==> config.mk <==
export PLATFORM = sky130hd
export DESIGN_NAME = bank_ctrl
export DESIGN_NICKNAME = d
export VERILOG_FILES = /design/src/source/pingpong_pkg.sv /design/src/source/bank_ctrl.sv
export SDC_FILE = /design/constraint.sdc
export NUM_CORES = 1
export LEC_CHECK = 0
export CAP_MARGIN = 10
export CORE_AREA = 2 2 100 102
export DETAILED_ROUTE_END_ITERATION = 10
export DIE_AREA = 0 0 102 104
export DONT_BUFFER_PORTS = 1
export MAX_ROUTING_LAYER = met4
export PLACE_DENSITY = 0.39
export SLEW_MARGIN = 20
export SYNTH_ARGS = -nofsm -noshare
export SYNTH_HDL_FRONTEND = slang
export SYNTH_SLANG_ARGS = --single-unit
==> constraint.sdc <==
create_clock -name clk_i -period 2.92 [get_ports clk_i]
set_clock_uncertainty 0.05 [all_clocks]
set_input_delay 0.146 -clock clk_i [delete_from_list [all_inputs] [get_ports clk_i]]
set_output_delay 0.146 -clock clk_i [all_outputs]
set_load 0.005 [all_outputs]
==> src/source/pingpong_pkg.sv <==
//==========================================================
// Shared constants and types for the ping-pong sample buffer
// Buffer depth is fixed at 256 stereo samples of 2 x 18 bits
// COUNT_W is one bit wider than ADDR_W so a count can reach DEPTH
// Right channel sits in the upper half of a sample word
//==========================================================

package pingpong_pkg;

    //==========================================================
    // Buffer geometry
    //==========================================================
    localparam int unsigned DEPTH   = 256;         // Samples per buffer
    localparam int unsigned ADDR_W  = 8;           // Memory address width
    localparam int unsigned COUNT_W = ADDR_W + 1;  // Holds 0 to DEPTH
    localparam int unsigned CHAN_W  = 18;          // Bits per audio channel

    //==========================================================
    // Data types
    //==========================================================

    // One stereo sample, 36 bits
    typedef struct packed {
        logic [CHAN_W-1:0] right;  // Upper half
        logic [CHAN_W-1:0] left;   // Lower half
    } sample_t;

    // Everything one single-port memory receives in a cycle
    typedef struct packed {
        logic [ADDR_W-1:0] addr;   // Read or write address
        logic              we;     // Write enable
        sample_t           wdata;  // Write data
    } ram_port_t;

endpackage

==> src/source/bank_ctrl.sv <==
//==========================================================
// Bank controller of the ping-pong buffer
// Fills the write bank and swaps only when it is full and
// the reader has drained the other bank
// The writer stalls at DEPTH until the swap, so nothing is lost
// load_o and buffer_ready_o are the same one-cycle pulse
//==========================================================

`timescale 1ns/1ns

module bank_ctrl import pingpong_pkg::*; (
    input  logic               clk_i,           // System clock
    input  logic               rst_ni,          // Synchronous reset, active low

    // Write stream
    input  sample_t            write_data_i,    // Incoming sample
    input  logic               write_valid_i,   // Sample valid
    output logic               write_ready_o,   // Room in the write bank
    output logic [COUNT_W-1:0] write_count_o,   // Fill level of the write bank

    // Read stage side
    input  logic [ADDR_W-1:0]  fetch_addr_i,    // Read address into the read bank
    input  logic               fetch_en_i,      // A fetch is issued this cycle
    input  logic               drained_i,       // Read bank fully delivered
    output logic               load_o,          // New read bank, one cycle
    output logic               buffer_ready_o,  // Same pulse for the outside
    output sample_t            fetch_data_o,    // Data of last cycle's fetch

    // Memory ports
    output ram_port_t          ram0_port_o,
    output ram_port_t          ram1_port_o,
    input  sample_t            ram0_rdata_i,
    input  sample_t            ram1_rdata_i
);

    //==========================================================
    // State
    //==========================================================
    logic [COUNT_W-1:0] wr_count_q;   // Samples in the write bank
    logic               wr_sel_q;     // 0 writes memory 0, 1 writes memory 1
    logic               load_q;       // Registered swap pulse
    logic               fetch_sel_q;  // Bank the pending fetch came from

    logic               write_fire;   // Sample taken this cycle
    logic               swap;         // Swap on this edge
    logic [ADDR_W-1:0]  wr_addr;      // Write address in the write bank
    ram_port_t          wr_port;      // Port seen by the write bank
    ram_port_t          rd_port;      // Port seen by the read bank

    //==========================================================
    // Write handshake and swap rule
    //==========================================================
    assign write_ready_o = (wr_count_q != COUNT_W'(DEPTH));  // Stall when full
    assign write_fire    = write_valid_i && write_ready_o;
    assign swap          = !write_ready_o && drained_i;      // Full and reader done

    // Low bits of the fill count double as the write address
    assign wr_addr = wr_count_q[ADDR_W-1:0];

    always_ff @(posedge clk_i) begin
        if (!rst_ni) begin
            wr_count_q  <= '0;
            wr_sel_q    <= 1'b0;   // Memory 0 is written first
            load_q      <= 1'b0;
            fetch_sel_q <= 1'b1;
        end else begin
            load_q <= swap;        // Pulse shows in the cycle after the swap

            if (swap) begin
                wr_count_q <= '0;          // Fresh bank
                wr_sel_q   <= ~wr_sel_q;   // Filled bank becomes the read bank
            end else if (write_fire) begin
                wr_count_q <= wr_count_q + 1'b1;
            end

            // Remember where the fetch went so its data is picked next cycle
            if (fetch_en_i) begin
                fetch_sel_q <= ~wr_sel_q;
            end
        end
    end

    assign write_count_o  = wr_count_q;
    assign load_o         = load_q;
    assign buffer_ready_o = load_q;

    //==========================================================
    // Memory port steering
    //==========================================================
    always_comb begin
        // Write bank gets the write stream
        wr_port.addr  = wr_addr;
        wr_port.we    = write_fire;
        wr_port.wdata = write_data_i;

        // Read bank only sees the fetch address
        rd_port.addr  = fetch_addr_i;
        rd_port.we    = 1'b0;
        rd_port.wdata = '0;

        if (wr_sel_q) begin
            ram0_port_o = rd_port;
            ram1_port_o = wr_port;
        end else begin
            ram0_port_o = wr_port;
            ram1_port_o = rd_port;
        end
    end

    // Return path from the bank of the last fetch
    assign fetch_data_o = fetch_sel_q ? ram1_rdata_i : ram0_rdata_i;

endmodule

## Word-level counts from Yosys, hierarchy flattened

Cells that the tools add are included.

- Bits in registers: 12
- Bits of input ports: 121
- Output and inout bits: 138

- $add $sub $neg: 1
- Eq/ne operators: 1
- Multiplexer cells: 3
- Bitwise gates (word level): 2
- Reduce and logical (&&, ||, !) cells: 4

Operator list:

| cell | number |
|---|---|
| $mux 45 | 2 |
| $mux 36 | 1 |
| $add 9x1->9 const B | 1 |
| $ne 9x9->1 const B | 1 |
| $logic_and 1x1->1 | 2 |
| $not 1->1 | 2 |
| $reduce_or 2->1 | 1 |
| $logic_not 1->1 | 1 |

## Longest topological paths before layout

- Depth after elaboration: 4
- Depth in mapped cells: 6

## Least setup slack after synthesis

No wires, ideal clock.

- Kind: reg-to-output
- Start: register wr_count_q[0] (netlist: write_count_o[0])
- End: output ram1_port_o[36] in the netlist's numbering
- Arrival time: 1,588 ps
- Setup slack: 1,136 ps
- Stages on the path, launching flop included: 7
- Buffers on the path: 1
- Cells stage by stage: dfxtp_1 > inv_1 > ha_1 > or4b_4 > buf_6 > or2_4 > and3_1

RTL lines:

| what | RTL line | RTL |
|---|---|---|
| start: declaration | bank_ctrl.sv:39 | `logic [COUNT_W-1:0] wr_count_q;` |
| start signal: assignment | bank_ctrl.sv:73 | `wr_count_q <= wr_count_q + 1'b1;` |
| end: declaration | bank_ctrl.sv:31 | `output ram_port_t ram1_port_o,` |

==> results.tsv <==
stage	metric	value	unit
place	Routability Congestion	0.7811	
logic_synthesis	Syn Nets	334	
finish	# nets final	325	
clocking	register clock-pin slew on the reported worst setup and hold paths	60	ps
clocking	Num Clock Sinks	12	
sta	Setup-failing EPs final	0	
sta	RSZ-0062 raised after global routing	false	
routing	Post-Route WL	6337	um
worst_setup_path	Startpoint Class	register	
clocking	Skew-Pair Late Insertion Delay	240	ps
routing	vias per cell	4.575	
worst_setup_path	Crit-path slowest cell	or4b_4	
floorplanning	Die Span X	102	um
routing	WL/cell	18.97	um
clocking	Post-CTS Resized	0	
place	post-DP HPWL	5418	um
global_route	GRT overflow	0	
logic_synthesis	warnings from Yosys	0	
worst_setup_path	Critical Path RT	2720	ps
floorplanning	Die Ht	104	um
finish	Final Util	19.76	%
clocking	Root Buffer	clkbuf_8	
floorplanning	core area	9549	sq um
run_status	status	finished clean	
sta	Final Hold Viols	0	
routing	Vias	1528	
finish	post-route cell area	1887	sq um
place	Placement Cell Area	1812	sq um
global_route	GRT Util Overall	10.80	%
pwr	peak supply drop	0.1415	mV
routing	initial DRC count	41	
floorplanning	die area	10610	sq um
worst_setup_path	Setup CP Type	register to output port	
logic_synthesis	post-synthesis cell type count	31	
floorplanning	number of placed I/O pins	259	
sta	Final Max Tran Viols	0	
job	MaxCap Viol Count	0	
clocking	maximum clock path buffer count	2	
worst_setup_path	Max FO, Critical Path	8	
hold_path	HP Class	input pin to register	
routing	# DRC	0	
floorplanning	row cnt	36	
worst_setup_path	crit end category	output port	
worst_setup_path	delay-heaviest family, CP	simple AND/OR/NAND/NOR gates	
logic_synthesis	Seq/Total Area, Yosys	14.00	%
finish	Inserted Diodes	0	
worst_setup_path	CP arrival	1930	ps
clocking	CTS H-tree lvls	1	
routing	DRT Pass-1 Iters	4	
global_route	initial antenna violation count	2	
finish	synth-to-layout area growth	9.993	%
worst_setup_path	Crit path buffers/inverters	1	
logic_synthesis	Syn Std Cell Area	1715	sq um
worst_setup_path	largest stage delay on the critical path	510	ps
pwr	leak pwr	0.0006771	uW
clocking	TritonCTS clock tree	yes	
finish	layout cells sized above 1	30.35	%
routing	Antenna Nets Post-Route	0	
global_route	vias in the first global route	1325	
global_route	first-pass GRT wire length	8252	um
logic_synthesis	FF+latch count, synth	12	
sta	setup_tns	0	ps
place	Port Buffer Count	0	
sta	Period minus WS final	2121	ps
pwr	power density over the cells	237.4	nW/um^2
worst_setup_path	crit-path cells	inv_1 -> ha_1 -> or4b_4 -> or2_4 -> and3_1	
clocking	CTS buffer count	3	
global_route	pin count of the biggest net entering global routing	73	
floorplanning	Starting Density	17.96	%
sta	Slew HR	66.20	%
sta	final worst-path setup slack	799.0	ps
sta	Worst-Margin Slew	507.0	ps
logic_synthesis	Mapped Cells	211	
place	DP Worst Slack	1049	ps
sta	Period Utilization, post-route	72.64	%
sta	Peak Freq	471.5	MHz
logic_synthesis	synthesized area per cell	8.130	sq um
[flip-flops by register name, summed over array words and instances (netlist names)]
name            flops
buffer_ready_o      1
fetch_sel_q         1
write_count_o       9
wr_sel_q            1
[cells in the mapped netlist]
master / instances / area, sq um
and3_1: 2 / 12.51
dfxtp_1: 12 / 240.2
a21oi_1: 4 / 20.02
o31ai_4: 1 / 21.27
nand3b_1: 1 / 7.510
nand2_1: 8 / 30.03
nor2_1: 3 / 11.26
or4b_4: 1 / 13.76
nor2b_1: 38 / 237.7
clkbuf_1: 14 / 52.55
o2bb2ai_1: 1 / 8.760
nand3_1: 3 / 15.01
inv_1: 3 / 11.26
buf_4: 1 / 7.510
mux2i_1: 1 / 10.01
mux2_2: 50 / 563.0
and2_1: 37 / 231.5
xor2_1: 2 / 17.52
o21ai_0: 8 / 40.04
nand4_1: 4 / 25.02
nor3_2: 1 / 10.01
or4b_1: 1 / 10.01
ha_1: 2 / 25.02
or3_1: 4 / 25.02
or2_4: 1 / 8.760
o21ai_1: 2 / 10.01
buf_1: 1 / 3.750
buf_6: 2 / 22.52
o221ai_1: 1 / 8.760
nand2b_1: 1 / 6.260
xnor2_1: 1 / 8.760
[final timing paths]
kind                            slack [ps]                             to  cells after the start                           from
worst min-delay path                    10  write_count_o[0]$_SDFFE_PP0P_                      2                         rst_ni
worst max register to register        1150  write_count_o[2]$_SDFFE_PP0P_                      5  write_count_o[0]$_SDFFE_PP0P_
worst max-delay path                   800                ram1_port_o[36]                      5  write_count_o[0]$_SDFFE_PP0P_
worst min register to register         480  write_count_o[8]$_SDFFE_PP0P_                      2  write_count_o[8]$_SDFFE_PP0P_
[metal layers]
layer	share of wire [%]	track usage, %	routed length (um)
met1	31	9.568	1934
met2	56	21.90	3560
met3	13	3.562	798
met4	0.68	1.429	43
met5	0	-	0
[layout make-up]
cell class                      count  area [sq um]
Tap cell                          133         166.4
Sequential cell                    12         241.5
Multi-Input combinational cell    178          1378
Fill cell                        1068          7662
Timing Repair Buffer                4         35.03
Clock buffer                        4         55.05
Inverter                            3         11.26
[metrics by stage]
| stage | total power [uW] | hold slack, ps | instances |
|---|---|---|---|
| after floorplan | 253.5 | 228.9 | 211 |
| after global placement | 266.5 | 164.8 | 328 |
| after detailed placement | 264.7 | 166.3 | 328 |
| after CTS | 456.5 | 4.287 | 334 |
| after global routing | 468.3 | 17.20 | 334 |
| final | 448.0 | 12.72 | 334 |
[logic make-up (layout without fill, tap and decap cells)]
kind of cell,count (synthesis),count (layout),share of synthesized area [%]
buffers and inverters,21,11,5.689
flip-flops,12,12,14.00
XOR/XNOR,3,3,1.532
AND/OR/NAND/NOR,105,105,37.56
AO/OA/AOI/OAI,17,17,6.346
adder cells (fa/ha/maj),2,2,1.459
multiplexers,51,51,33.41
[what timing repair did]
| action | 4_1_cts | 5_1_grt |
|---|---|---|
| buffers inserted | 0 | 0 |
| endpoints found under the hold margin | 4 | 0 |
| hold buffers | 2 | 0 |
[report_power, final]
part / leakage (uW) / switching, uW / internal, uW / total, uW
Sequential: 0.0000976 / 4.42 / 166 / 170
Clock: 0.0000288 / 67.4 / 119 / 187
Combinational: 0.000551 / 44.8 / 46.0 / 90.8
Total: 0.000677 / 117 / 331 / 448
[cells in the final DEF (no fill, tap or decap)]
cell type and n:
o2bb2ai_1 1, and3_1 2, nor2_1 3, o21ai_0 8, mux2_2 50, nand3b_1 1
nor3_2 1, nand4_1 4, nand2b_1 1, or4b_1 1, buf_4 2, o31ai_4 1
mux2i_1 1, or4b_4 1, or2_4 1, clkbuf_8 4, o21ai_1 2, inv_1 3
and2_1 37, a21oi_1 4, nand2_1 8, nor2b_1 38, dfxtp_1 11, ha_1 2
nand3_1 3, dlygate4sd3_1 2, or3_1 4, dfxtp_2 1, xor2_1 2, xnor2_1 1
o221ai_1 1
(Power assumes the default switching activity.)
