--- config.mk ---
export PLATFORM = sky130hd
export DESIGN_NAME = read_stage
export DESIGN_NICKNAME = d
export VERILOG_FILES = /design/src/source/pingpong_pkg.sv /design/src/source/read_stage.sv
export SDC_FILE = /design/constraint.sdc
export NUM_CORES = 1
export LEC_CHECK = 0
export ABC_AREA = 1
export BUFFER_PORTS_ARGS = -buffer_cell sky130_fd_sc_hd__buf_2
export CORE_UTILIZATION = 57
export DETAILED_ROUTE_END_ITERATION = 10
export PLACE_DENSITY = 0.95
export REMOVE_ABC_BUFFERS = 1
export SETUP_SLACK_MARGIN = 0.4
export SYNTH_ARGS = -nofsm -noshare
export SYNTH_HDL_FRONTEND = slang
export SYNTH_SLANG_ARGS = --single-unit
--- constraint.sdc ---
create_clock -name clk_i -period 7.05 [get_ports clk_i]
set_clock_uncertainty 0.1 [all_clocks]
set_input_delay 0.3525 -clock clk_i [delete_from_list [all_inputs] [get_ports clk_i]]
set_output_delay 0.3525 -clock clk_i [all_outputs]
set_load 0.02 [all_outputs]
--- src/source/pingpong_pkg.sv ---
//==========================================================
// Shared constants and types for the ping-pong sample buffer
// Buffer depth is fixed at 256 stereo samples of 2 x 18 bits
// COUNT_W is one bit wider than ADDR_W so a count can reach DEPTH
// Right channel sits in the upper half of a sample word
//==========================================================

package pingpong_pkg;

    //==========================================================
    // Buffer geometry
    //==========================================================
    localparam int unsigned DEPTH   = 256;         // Samples per buffer
    localparam int unsigned ADDR_W  = 8;           // Memory address width
    localparam int unsigned COUNT_W = ADDR_W + 1;  // Holds 0 to DEPTH
    localparam int unsigned CHAN_W  = 18;          // Bits per audio channel

    //==========================================================
    // Data types
    //==========================================================

    // One stereo sample, 36 bits
    typedef struct packed {
        logic [CHAN_W-1:0] right;  // Upper half
        logic [CHAN_W-1:0] left;   // Lower half
    } sample_t;

    // Everything one single-port memory receives in a cycle
    typedef struct packed {
        logic [ADDR_W-1:0] addr;   // Read or write address
        logic              we;     // Write enable
        sample_t           wdata;  // Write data
    } ram_port_t;

endpackage

--- src/source/read_stage.sv ---
//==========================================================
// Read stage of the ping-pong buffer
// Fetches DEPTH samples from the read bank after each load pulse
// Memory latency is one cycle, so one fetch can be in flight
// A two-entry queue absorbs that latency under back-pressure
// Valid and data are held until the sample is taken
//==========================================================

`timescale 1ns/1ns

module read_stage import pingpong_pkg::*; (
    input  logic               clk_i,          // System clock
    input  logic               rst_ni,         // Synchronous reset, active low
    input  logic               load_i,         // New buffer in the read bank

    // Memory fetch
    output logic [ADDR_W-1:0]  fetch_addr_o,   // Address in the read bank
    output logic               fetch_en_o,     // Fetch issued this cycle
    input  sample_t            fetch_data_i,   // Data of last cycle's fetch
    output logic               drained_o,      // Nothing left of this buffer

    // Read stream
    output sample_t            read_data_o,
    output logic               read_valid_o,
    input  logic               read_ready_i,
    output logic [COUNT_W-1:0] read_count_o    // Samples taken from this buffer
);

    //==========================================================
    // State
    //==========================================================
    logic [COUNT_W-1:0] fetch_cnt_q;   // Fetches issued for this buffer
    logic [COUNT_W-1:0] taken_q;       // Samples taken by the reader
    logic               busy_q;        // A buffer is being delivered
    logic               inflight_q;    // Fetch data arrives this cycle
    logic [1:0]         q_cnt_q;       // Queue occupancy, 0 to 2
    sample_t            head_q;        // Queue entry presented on the stream
    sample_t            tail_q;        // Second queue entry

    logic               push;          // Returning data enters the queue
    logic               pop;           // Reader takes the head
    logic [1:0]         occ;           // Queue plus in-flight after this take
    logic               more;          // Fetches still due for this buffer

    //==========================================================
    // Fetch issue
    //==========================================================
    assign push = inflight_q;
    assign pop  = read_valid_o && read_ready_i;
    assign occ  = q_cnt_q + {1'b0, inflight_q} - {1'b0, pop};
    assign more = busy_q && (fetch_cnt_q != COUNT_W'(DEPTH));

    // First fetch goes out in the load cycle itself
    assign fetch_en_o   = load_i || (more && (occ < 2'd2));
    assign fetch_addr_o = load_i ? '0 : fetch_cnt_q[ADDR_W-1:0];

    always_ff @(posedge clk_i) begin
        if (!rst_ni) begin
            fetch_cnt_q <= '0;
            taken_q     <= '0;
            busy_q      <= 1'b0;   // Idle, so drained after reset
            inflight_q  <= 1'b0;
            q_cnt_q     <= '0;
        end else begin
            inflight_q <= fetch_en_o;
            q_cnt_q    <= q_cnt_q + {1'b0, push} - {1'b0, pop};

            if (load_i) begin
                fetch_cnt_q <= COUNT_W'(1);   // Address 0 issued now
                taken_q     <= '0;
                busy_q      <= 1'b1;
            end else begin
                if (fetch_en_o) begin
                    fetch_cnt_q <= fetch_cnt_q + 1'b1;
                end
                if (pop) begin
                    taken_q <= taken_q + 1'b1;
                    // Last sample of the buffer leaves
                    if (taken_q == COUNT_W'(DEPTH - 1)) begin
                        busy_q <= 1'b0;
                    end
                end
            end
        end
    end

    //==========================================================
    // Two-entry output queue
    //==========================================================
    // Payload only, occupancy lives in q_cnt_q
    always_ff @(posedge clk_i) begin
        case ({push, pop})
            2'b10: begin
                if (q_cnt_q == 2'd0) begin
                    head_q <= fetch_data_i;
                end else begin
                    tail_q <= fetch_data_i;
                end
            end
            2'b01: begin
                head_q <= tail_q;   // Advance
            end
            2'b11: begin
                if (q_cnt_q == 2'd1) begin
                    head_q <= fetch_data_i;   // Straight into the head
                end else begin
                    head_q <= tail_q;
                    tail_q <= fetch_data_i;
                end
            end
            default: begin
                head_q <= head_q;   // Hold
            end
        endcase
    end

    assign read_valid_o = (q_cnt_q != 2'd0);
    assign read_data_o  = head_q;
    assign read_count_o = taken_q;

    // Done with the buffer and no data on its way
    assign drained_o = !busy_q && !inflight_q && (q_cnt_q == 2'd0);

endmodule

== Yosys cells after proc, flatten, opt, wreduce, memory -nomap -nowiden ==
Cells that the tools add are included.
Word-level totals
  register bits: 94
  latch bits: 0
  bits in writable memories: 0
  ROM bits: 0
  output and inout port bits: 56
  memories: 0
Cells by class
  add/subtract/negate cells: 4
  multiply operators: 0
  divide/modulo/power cells: 0
  $lt $le $gt $ge: 1
  eq/ne operators: 9
  shift-type cells: 0
  multiplexer cells: 12
  bitwise gates (word level): 1
  reductions and logical operators: 19
Operators by type and width (number)
  36-bit 2-to-1 mux: 4
  36-bit case mux with 3 select lines: 1
  36-bit case mux with 2 select lines: 1
  9-bit by 1-bit adder with 9-bit output (second input constant): 2
  2-bit nonzero test: 5
  9-bit by 8-bit == test with 1-bit output (second input constant): 1
  9-bit inequality test (second input constant): 1
  8-bit 2-to-1 mux: 1
  2-bit inequality test (second input constant): 3
  1-bit logical AND: 5
  1-bit 2-to-1 mux: 5
  2-bit by 1-bit == test with 1-bit output (second input constant): 2
  2-bit == test (second input constant): 2
  2-bit AND reduction: 2
  3-bit AND reduction: 1
  3-bit nonzero test: 1
  2-bit by 1-bit adder with 2-bit output: 1
  1-bit zero test: 2
  2-bit zero test: 1
  2-bit less-than comparator (second input constant): 1
  2-bit OR reduction: 1
  2-bit by 1-bit subtractor with 2-bit output: 1
  1-bit logical OR: 1
  1-bit inverter: 1

== Logic depth before layout (Yosys ltp) ==
  depth after elaboration: 8
  gate-level depth with buffers: 15
  depth with buffers taken out: 14

== Worst setup path after synthesis ==
Ideal clock, no wire load.
  path kind: reg2reg
  start: reg q_cnt_q[1]
  end: reg head_q, in the netlist read_data_o[0] (enable)
  library setup time: 0.479 ns
  arrival: 3.160 ns
  data required time: 6.471 ns
  setup slack: 3.311 ns
  stages on the path, launching flop included: 4
  clock period less this slack: 3.739 ns
  cell sequence: dfxtp_1 -> inv_1 -> nand2_2 -> o21ai_0
On the way
  word-level cells in the longest chain between the ends: 5
  elaborated cells between the ends (all ways): 9
RTL lines
  start: declaration: line read_stage.sv:36  | logic [1:0] q_cnt_q;
  start signal: assignment: line read_stage.sv:66  | q_cnt_q <= q_cnt_q + {1'b0, push} - {1'b0, pop};
  2-bit nonzero test *: line read_stage.sv:117  | assign read_valid_o = (q_cnt_q != 2'd0);
  net read_valid_o: line read_stage.sv:24  | output logic read_valid_o,
  1-bit logical AND *: line read_stage.sv:49  | assign pop = read_valid_o && read_ready_i;
  2-bit == test / 2-bit by 1-bit == test with 1-bit output (equally long branches): line read_stage.sv:92  | case ({push, pop})
  2-bit inequality test (no line) / 3-bit nonzero test (equally long branches)
  2-bit AND reduction (no line) *
  end signal: assignment: line read_stage.sv:95  | head_q <= fetch_data_i;
  end signal: assignment: line read_stage.sv:101  | head_q <= tail_q;
  end signal: assignment: line read_stage.sv:105  | head_q <= fetch_data_i;
  end: declaration: line read_stage.sv:37  | sample_t head_q;
Mark *: on every way through the listed nets, which the timed path passes. The rest lies on a longest branch.
A chain may end at the register's enable or synchronous reset.

== Worst setup path in the final report ==
  start: reg q_cnt_q[1]
  end: out fetch_en_o
On the way
  word-level cells in the longest chain between the ends: 6
  elaborated cells between the ends (all ways): 7
RTL lines
  parallel branches: the longest is 2 deep, another holds 2-bit by 1-bit adder with 2-bit output
  2-bit by 1-bit subtractor with 2-bit output *: line read_stage.sv:50  | assign occ = q_cnt_q + {1'b0, inflight_q} - {1'b0, pop};
  2-bit less-than comparator *: line read_stage.sv:54  | assign fetch_en_o = load_i || (more && (occ < 2'd2));
  1-bit logical AND *: line read_stage.sv:54
  1-bit logical OR *: line read_stage.sv:54
  end: declaration: line read_stage.sv:18  | output logic fetch_en_o,
Mark *: on every way between the ends.

==> results by group <==
Status
  – Run status: complete, no violations

STA
  – Worst slack on hold paths: 0.0761 ns
  – Share of the clock period used by the worst path: 0.391
  – FMAX: 0.363 GHz
  – Worst relative slew slack: 0.245
  – Setup violators final: 0
  – Final hold vios: 0
  – Final setup TNS: 0 ns
  – Post-layout min period: 2.76 ns
  – Unrepaired setup endpoints after global routing: no
  – Actual slew at the worst max-slew pin: 1.13 ns
  – Final Max Slew Viols: 0

Worst setup path
  – CP cell instances: inv_1 > nand2_2 > nand2_4 > clkinv_4 > nand2_1 > nand2_1 > ha_1 > nand3_1 > nand2_1 > nand3_4 > nand2_4 > buf_2
  – Highest net fanout along the worst path: 12
  – Library cell appearing most often on the critical path: sky130_fd_sc_hd__nand2_1
  – Worst Setup End Kind: output pin
  – Largest delay contributor family on the critical path: simple AND/OR/NAND/NOR gates
  – Kind of critical path: register to output pin
  – Crit path largest cell delay: 0.42 ns
  – Slowest library cell on the worst path: sky130_fd_sc_hd__dfxtp_1
  – Buffer and inverter count on the worst path: 3
  – Crit start category: register
  – Critical Path RT: 6.60 ns
  – Critical Path AT: 2.31 ns

Floorplan
  – Core box area: 6830 µm²
  – Effective utilization at floorplan: 0.596
  – Die Span X: 86.5 µm
  – Height of the die: 86.5 µm
  – # IOs: 96
  – Standard-cell row count: 30
  – Die ar.: 7490 µm²

Drt
  – Number of design-rule violations left by the first detailed-router iteration: 210
  – Final routed wirelength across all metal layers: 7.41 mm
  – DRC violations left: 0
  – Vias: 2845
  – Residual antenna-violating net count after detailed routing: 0
  – Detail-routed net length per standard cell: 13.1 µm
  – TritonRoute pass-1 iters: 4
  – Vias/cell: 5.01

Cells and area
  – Seq. cell area: 2600 µm²
  – Multi-input combinational cell area: 1150 µm²
  – P&R area growth vs syn: 18.5%
  – Diodes inserted: 0
  – Filler cell count: 493
  – NumNets Final: 512
  – Share of cells above drive strength 1: 0.350

Logic synthesis
  – Cell type with the largest total area after synthesis: sky130_fd_sc_hd__edfxtp_1
  – Async set-reset flop share out of synthesis: 0
  – Distinct cell type count after synthesis: 27
  – Average instance area after synthesis: 11.0 µm²
  – Area of the mapped netlist: 4070 µm²
  – Ranking of synthesized cells by area: sky130_fd_sc_hd__edfxtp_1, sky130_fd_sc_hd__dfxtp_1, sky130_fd_sc_hd__o21ai_2, sky130_fd_sc_hd__nand2_1, sky130_fd_sc_hd__inv_1
  – Post-synthesis cell count: 369
  – Number of enable-type register cells in the synthesized netlist: 72
  – Sequential area share after synthesis: 0.639
  – Predominant post-synthesis flop cell: sky130_fd_sc_hd__edfxtp_1
  – Synth Warn #: 0
  – Register bit total from synthesis: 94
  – Post-synth top area share: 0.531

Global route
  – Antenna violations before repair: 0
  – GRT overflow: 0
  – Vias in the first global route: 2695
  – Largest net degree at the start of global routing: 73
  – First-pass GRT wire length: 11.9 mm
  – Gr usage total: 0.210

Placement
  – Placer congestion estimate: 0.850
  – Post-DP HPWL: 5.15 mm
  – Port Buffers: 95

Power and ir drop
  – Worst voltage drop across the vdd grid: 0.130 mV
  – Leak Pwr: 2.10 nW
  – Power density cells: 253 nW/µm²

Clocking
  – Number of buffers inserted by post-CTS setup repair: 0
  – Bufs on Longest Clock Path: 2
  – Clock tree root buffer cell: sky130_fd_sc_hd__clkbuf_8
  – Clock insertion delay at the later pin of the skew report: 0.35 ns
  – Clock tree from TritonCTS: done
  – Clock buffer count from CTS: 9
  – Hold buffer count at cts: 0
  – Clock transition at path regs: 0.10 ns
  – H-tree depth reported by CTS: 3
  – Post_cts resized: 0
  – Clock tree sinks: 94

Run
  – Maximum capacitance violations: 0

Hold path
  – Type of the tightest min-delay check: primary input to register
## cells in the final DEF, fill, tap and decap left out, drive strengths merged
cell	instances
buf	96
nand2	79
edfxtp	72
inv	66
o21ai	45
nor2	25
dfxtp	22
a21oi	16
nand3	14
clkbuf	9
nor3	5
ha	5
clkinv	5
xor2	4
nand4	2
bufinv	2
o31ai	1
or2	1
nor4	1
xnor2	1
clkinvlp	1
## logic make-up after synthesis
logic type	Yosys count	share of synthesized area
AO/OA/AOI/OAI	62	0.113
XOR/XNOR	5	0.0107
adder cells (fa/ha/maj)	5	0.0154
buffers and inverters	76	0.0854
flip-flops	94	0.639
AND/OR/NAND/NOR	127	0.136
## registers in the layout, summed over array words and instances, names as in the netlist
name / count
read_data_o: 36
read_count_o: 9
tail_q: 36
busy_q: 1
q_cnt_q: 2
inflight_q: 1
fetch_cnt_q: 9
## cells in the mapped netlist (all sizes together), types with 2 or more instances
master and n:
inv 64, nor3 5, nand3 14, dfxtp 22
nand4 2, a21oi 16, o21ai 45, xor2 4
nand2 79, ha 5, nor2 25, buf 9
clkinv 3, edfxtp 72
## worst paths after layout
| path | from | end | slack [ns] | cells past startpoint |
|---|---|---|---|---|
| worst max register to register | q_cnt_q[1]$_SDFF_PN0_ | read_data_o[8]$_DFFE_PP_ | 4.81 | 8 |
| worst min-delay path | fetch_data_i[29] | tail_q[29]$_DFFE_PP_ | 0.08 | 1 |
| worst min register to register | fetch_cnt_q[3]$_SDFFE_PP0P_ | fetch_cnt_q[3]$_SDFFE_PP0P_ | 0.43 | 2 |
| worst max-delay path | q_cnt_q[1]$_SDFF_PN0_ | fetch_en_o | 4.29 | 12 |
## power breakdown
group / switching, mW / internal (mW) / total, mW
registers: 0.0112 / 0.646 / 0.658
clock network: 0.185 / 0.201 / 0.386
logic: 0.126 / 0.0536 / 0.180
total: 0.322 / 0.901 / 1.22
## worst reg2reg max path: cells and delay by family (launching register included)
| family | cells | cell delay, ns |
|---|---|---|
| flip-flops | 1 | 0.36 |
| AO/OA/AOI/OAI | 2 | 0.18 |
| buffers and inverters | 3 | 1.00 |
| AND/OR/NAND/NOR | 3 | 0.44 |
## per-layer routing
metal,part of all wire,global-route usage
met1,0.42,0.258
met3,0.074,0.0486
met2,0.49,0.350
met4,0.020,0.103
met5,0,0
## metrics by stage
stage	std cells	area, µm²	setup slack [ns]	total power [mW]	utilization
finish	568	4830	4.29	1.22	0.707
global route	568	4830	4.14	1.27	0.707
CTS	568	4830	4.28	1.23	0.707
detailed placement	552	4610	4.69	0.851	0.675
global placement	552	4610	4.81	0.842	0.675
floorplan	360	3980	3.31	0.790	-
## area by class of cell
| cell class | instances | share of cell area |
|---|---|---|
| sequential | 94 | 0.539 |
| inverter | 67 | 0.0531 |
| clock buffer | 9 | 0.0257 |
| tap | 96 | 0.0249 |
| clock inverter | 7 | 0.0197 |
| timing repair buffer | 96 | 0.100 |
| multi-input combinational | 199 | 0.237 |
No activity file was read; power rests on OpenSTA's default activity.
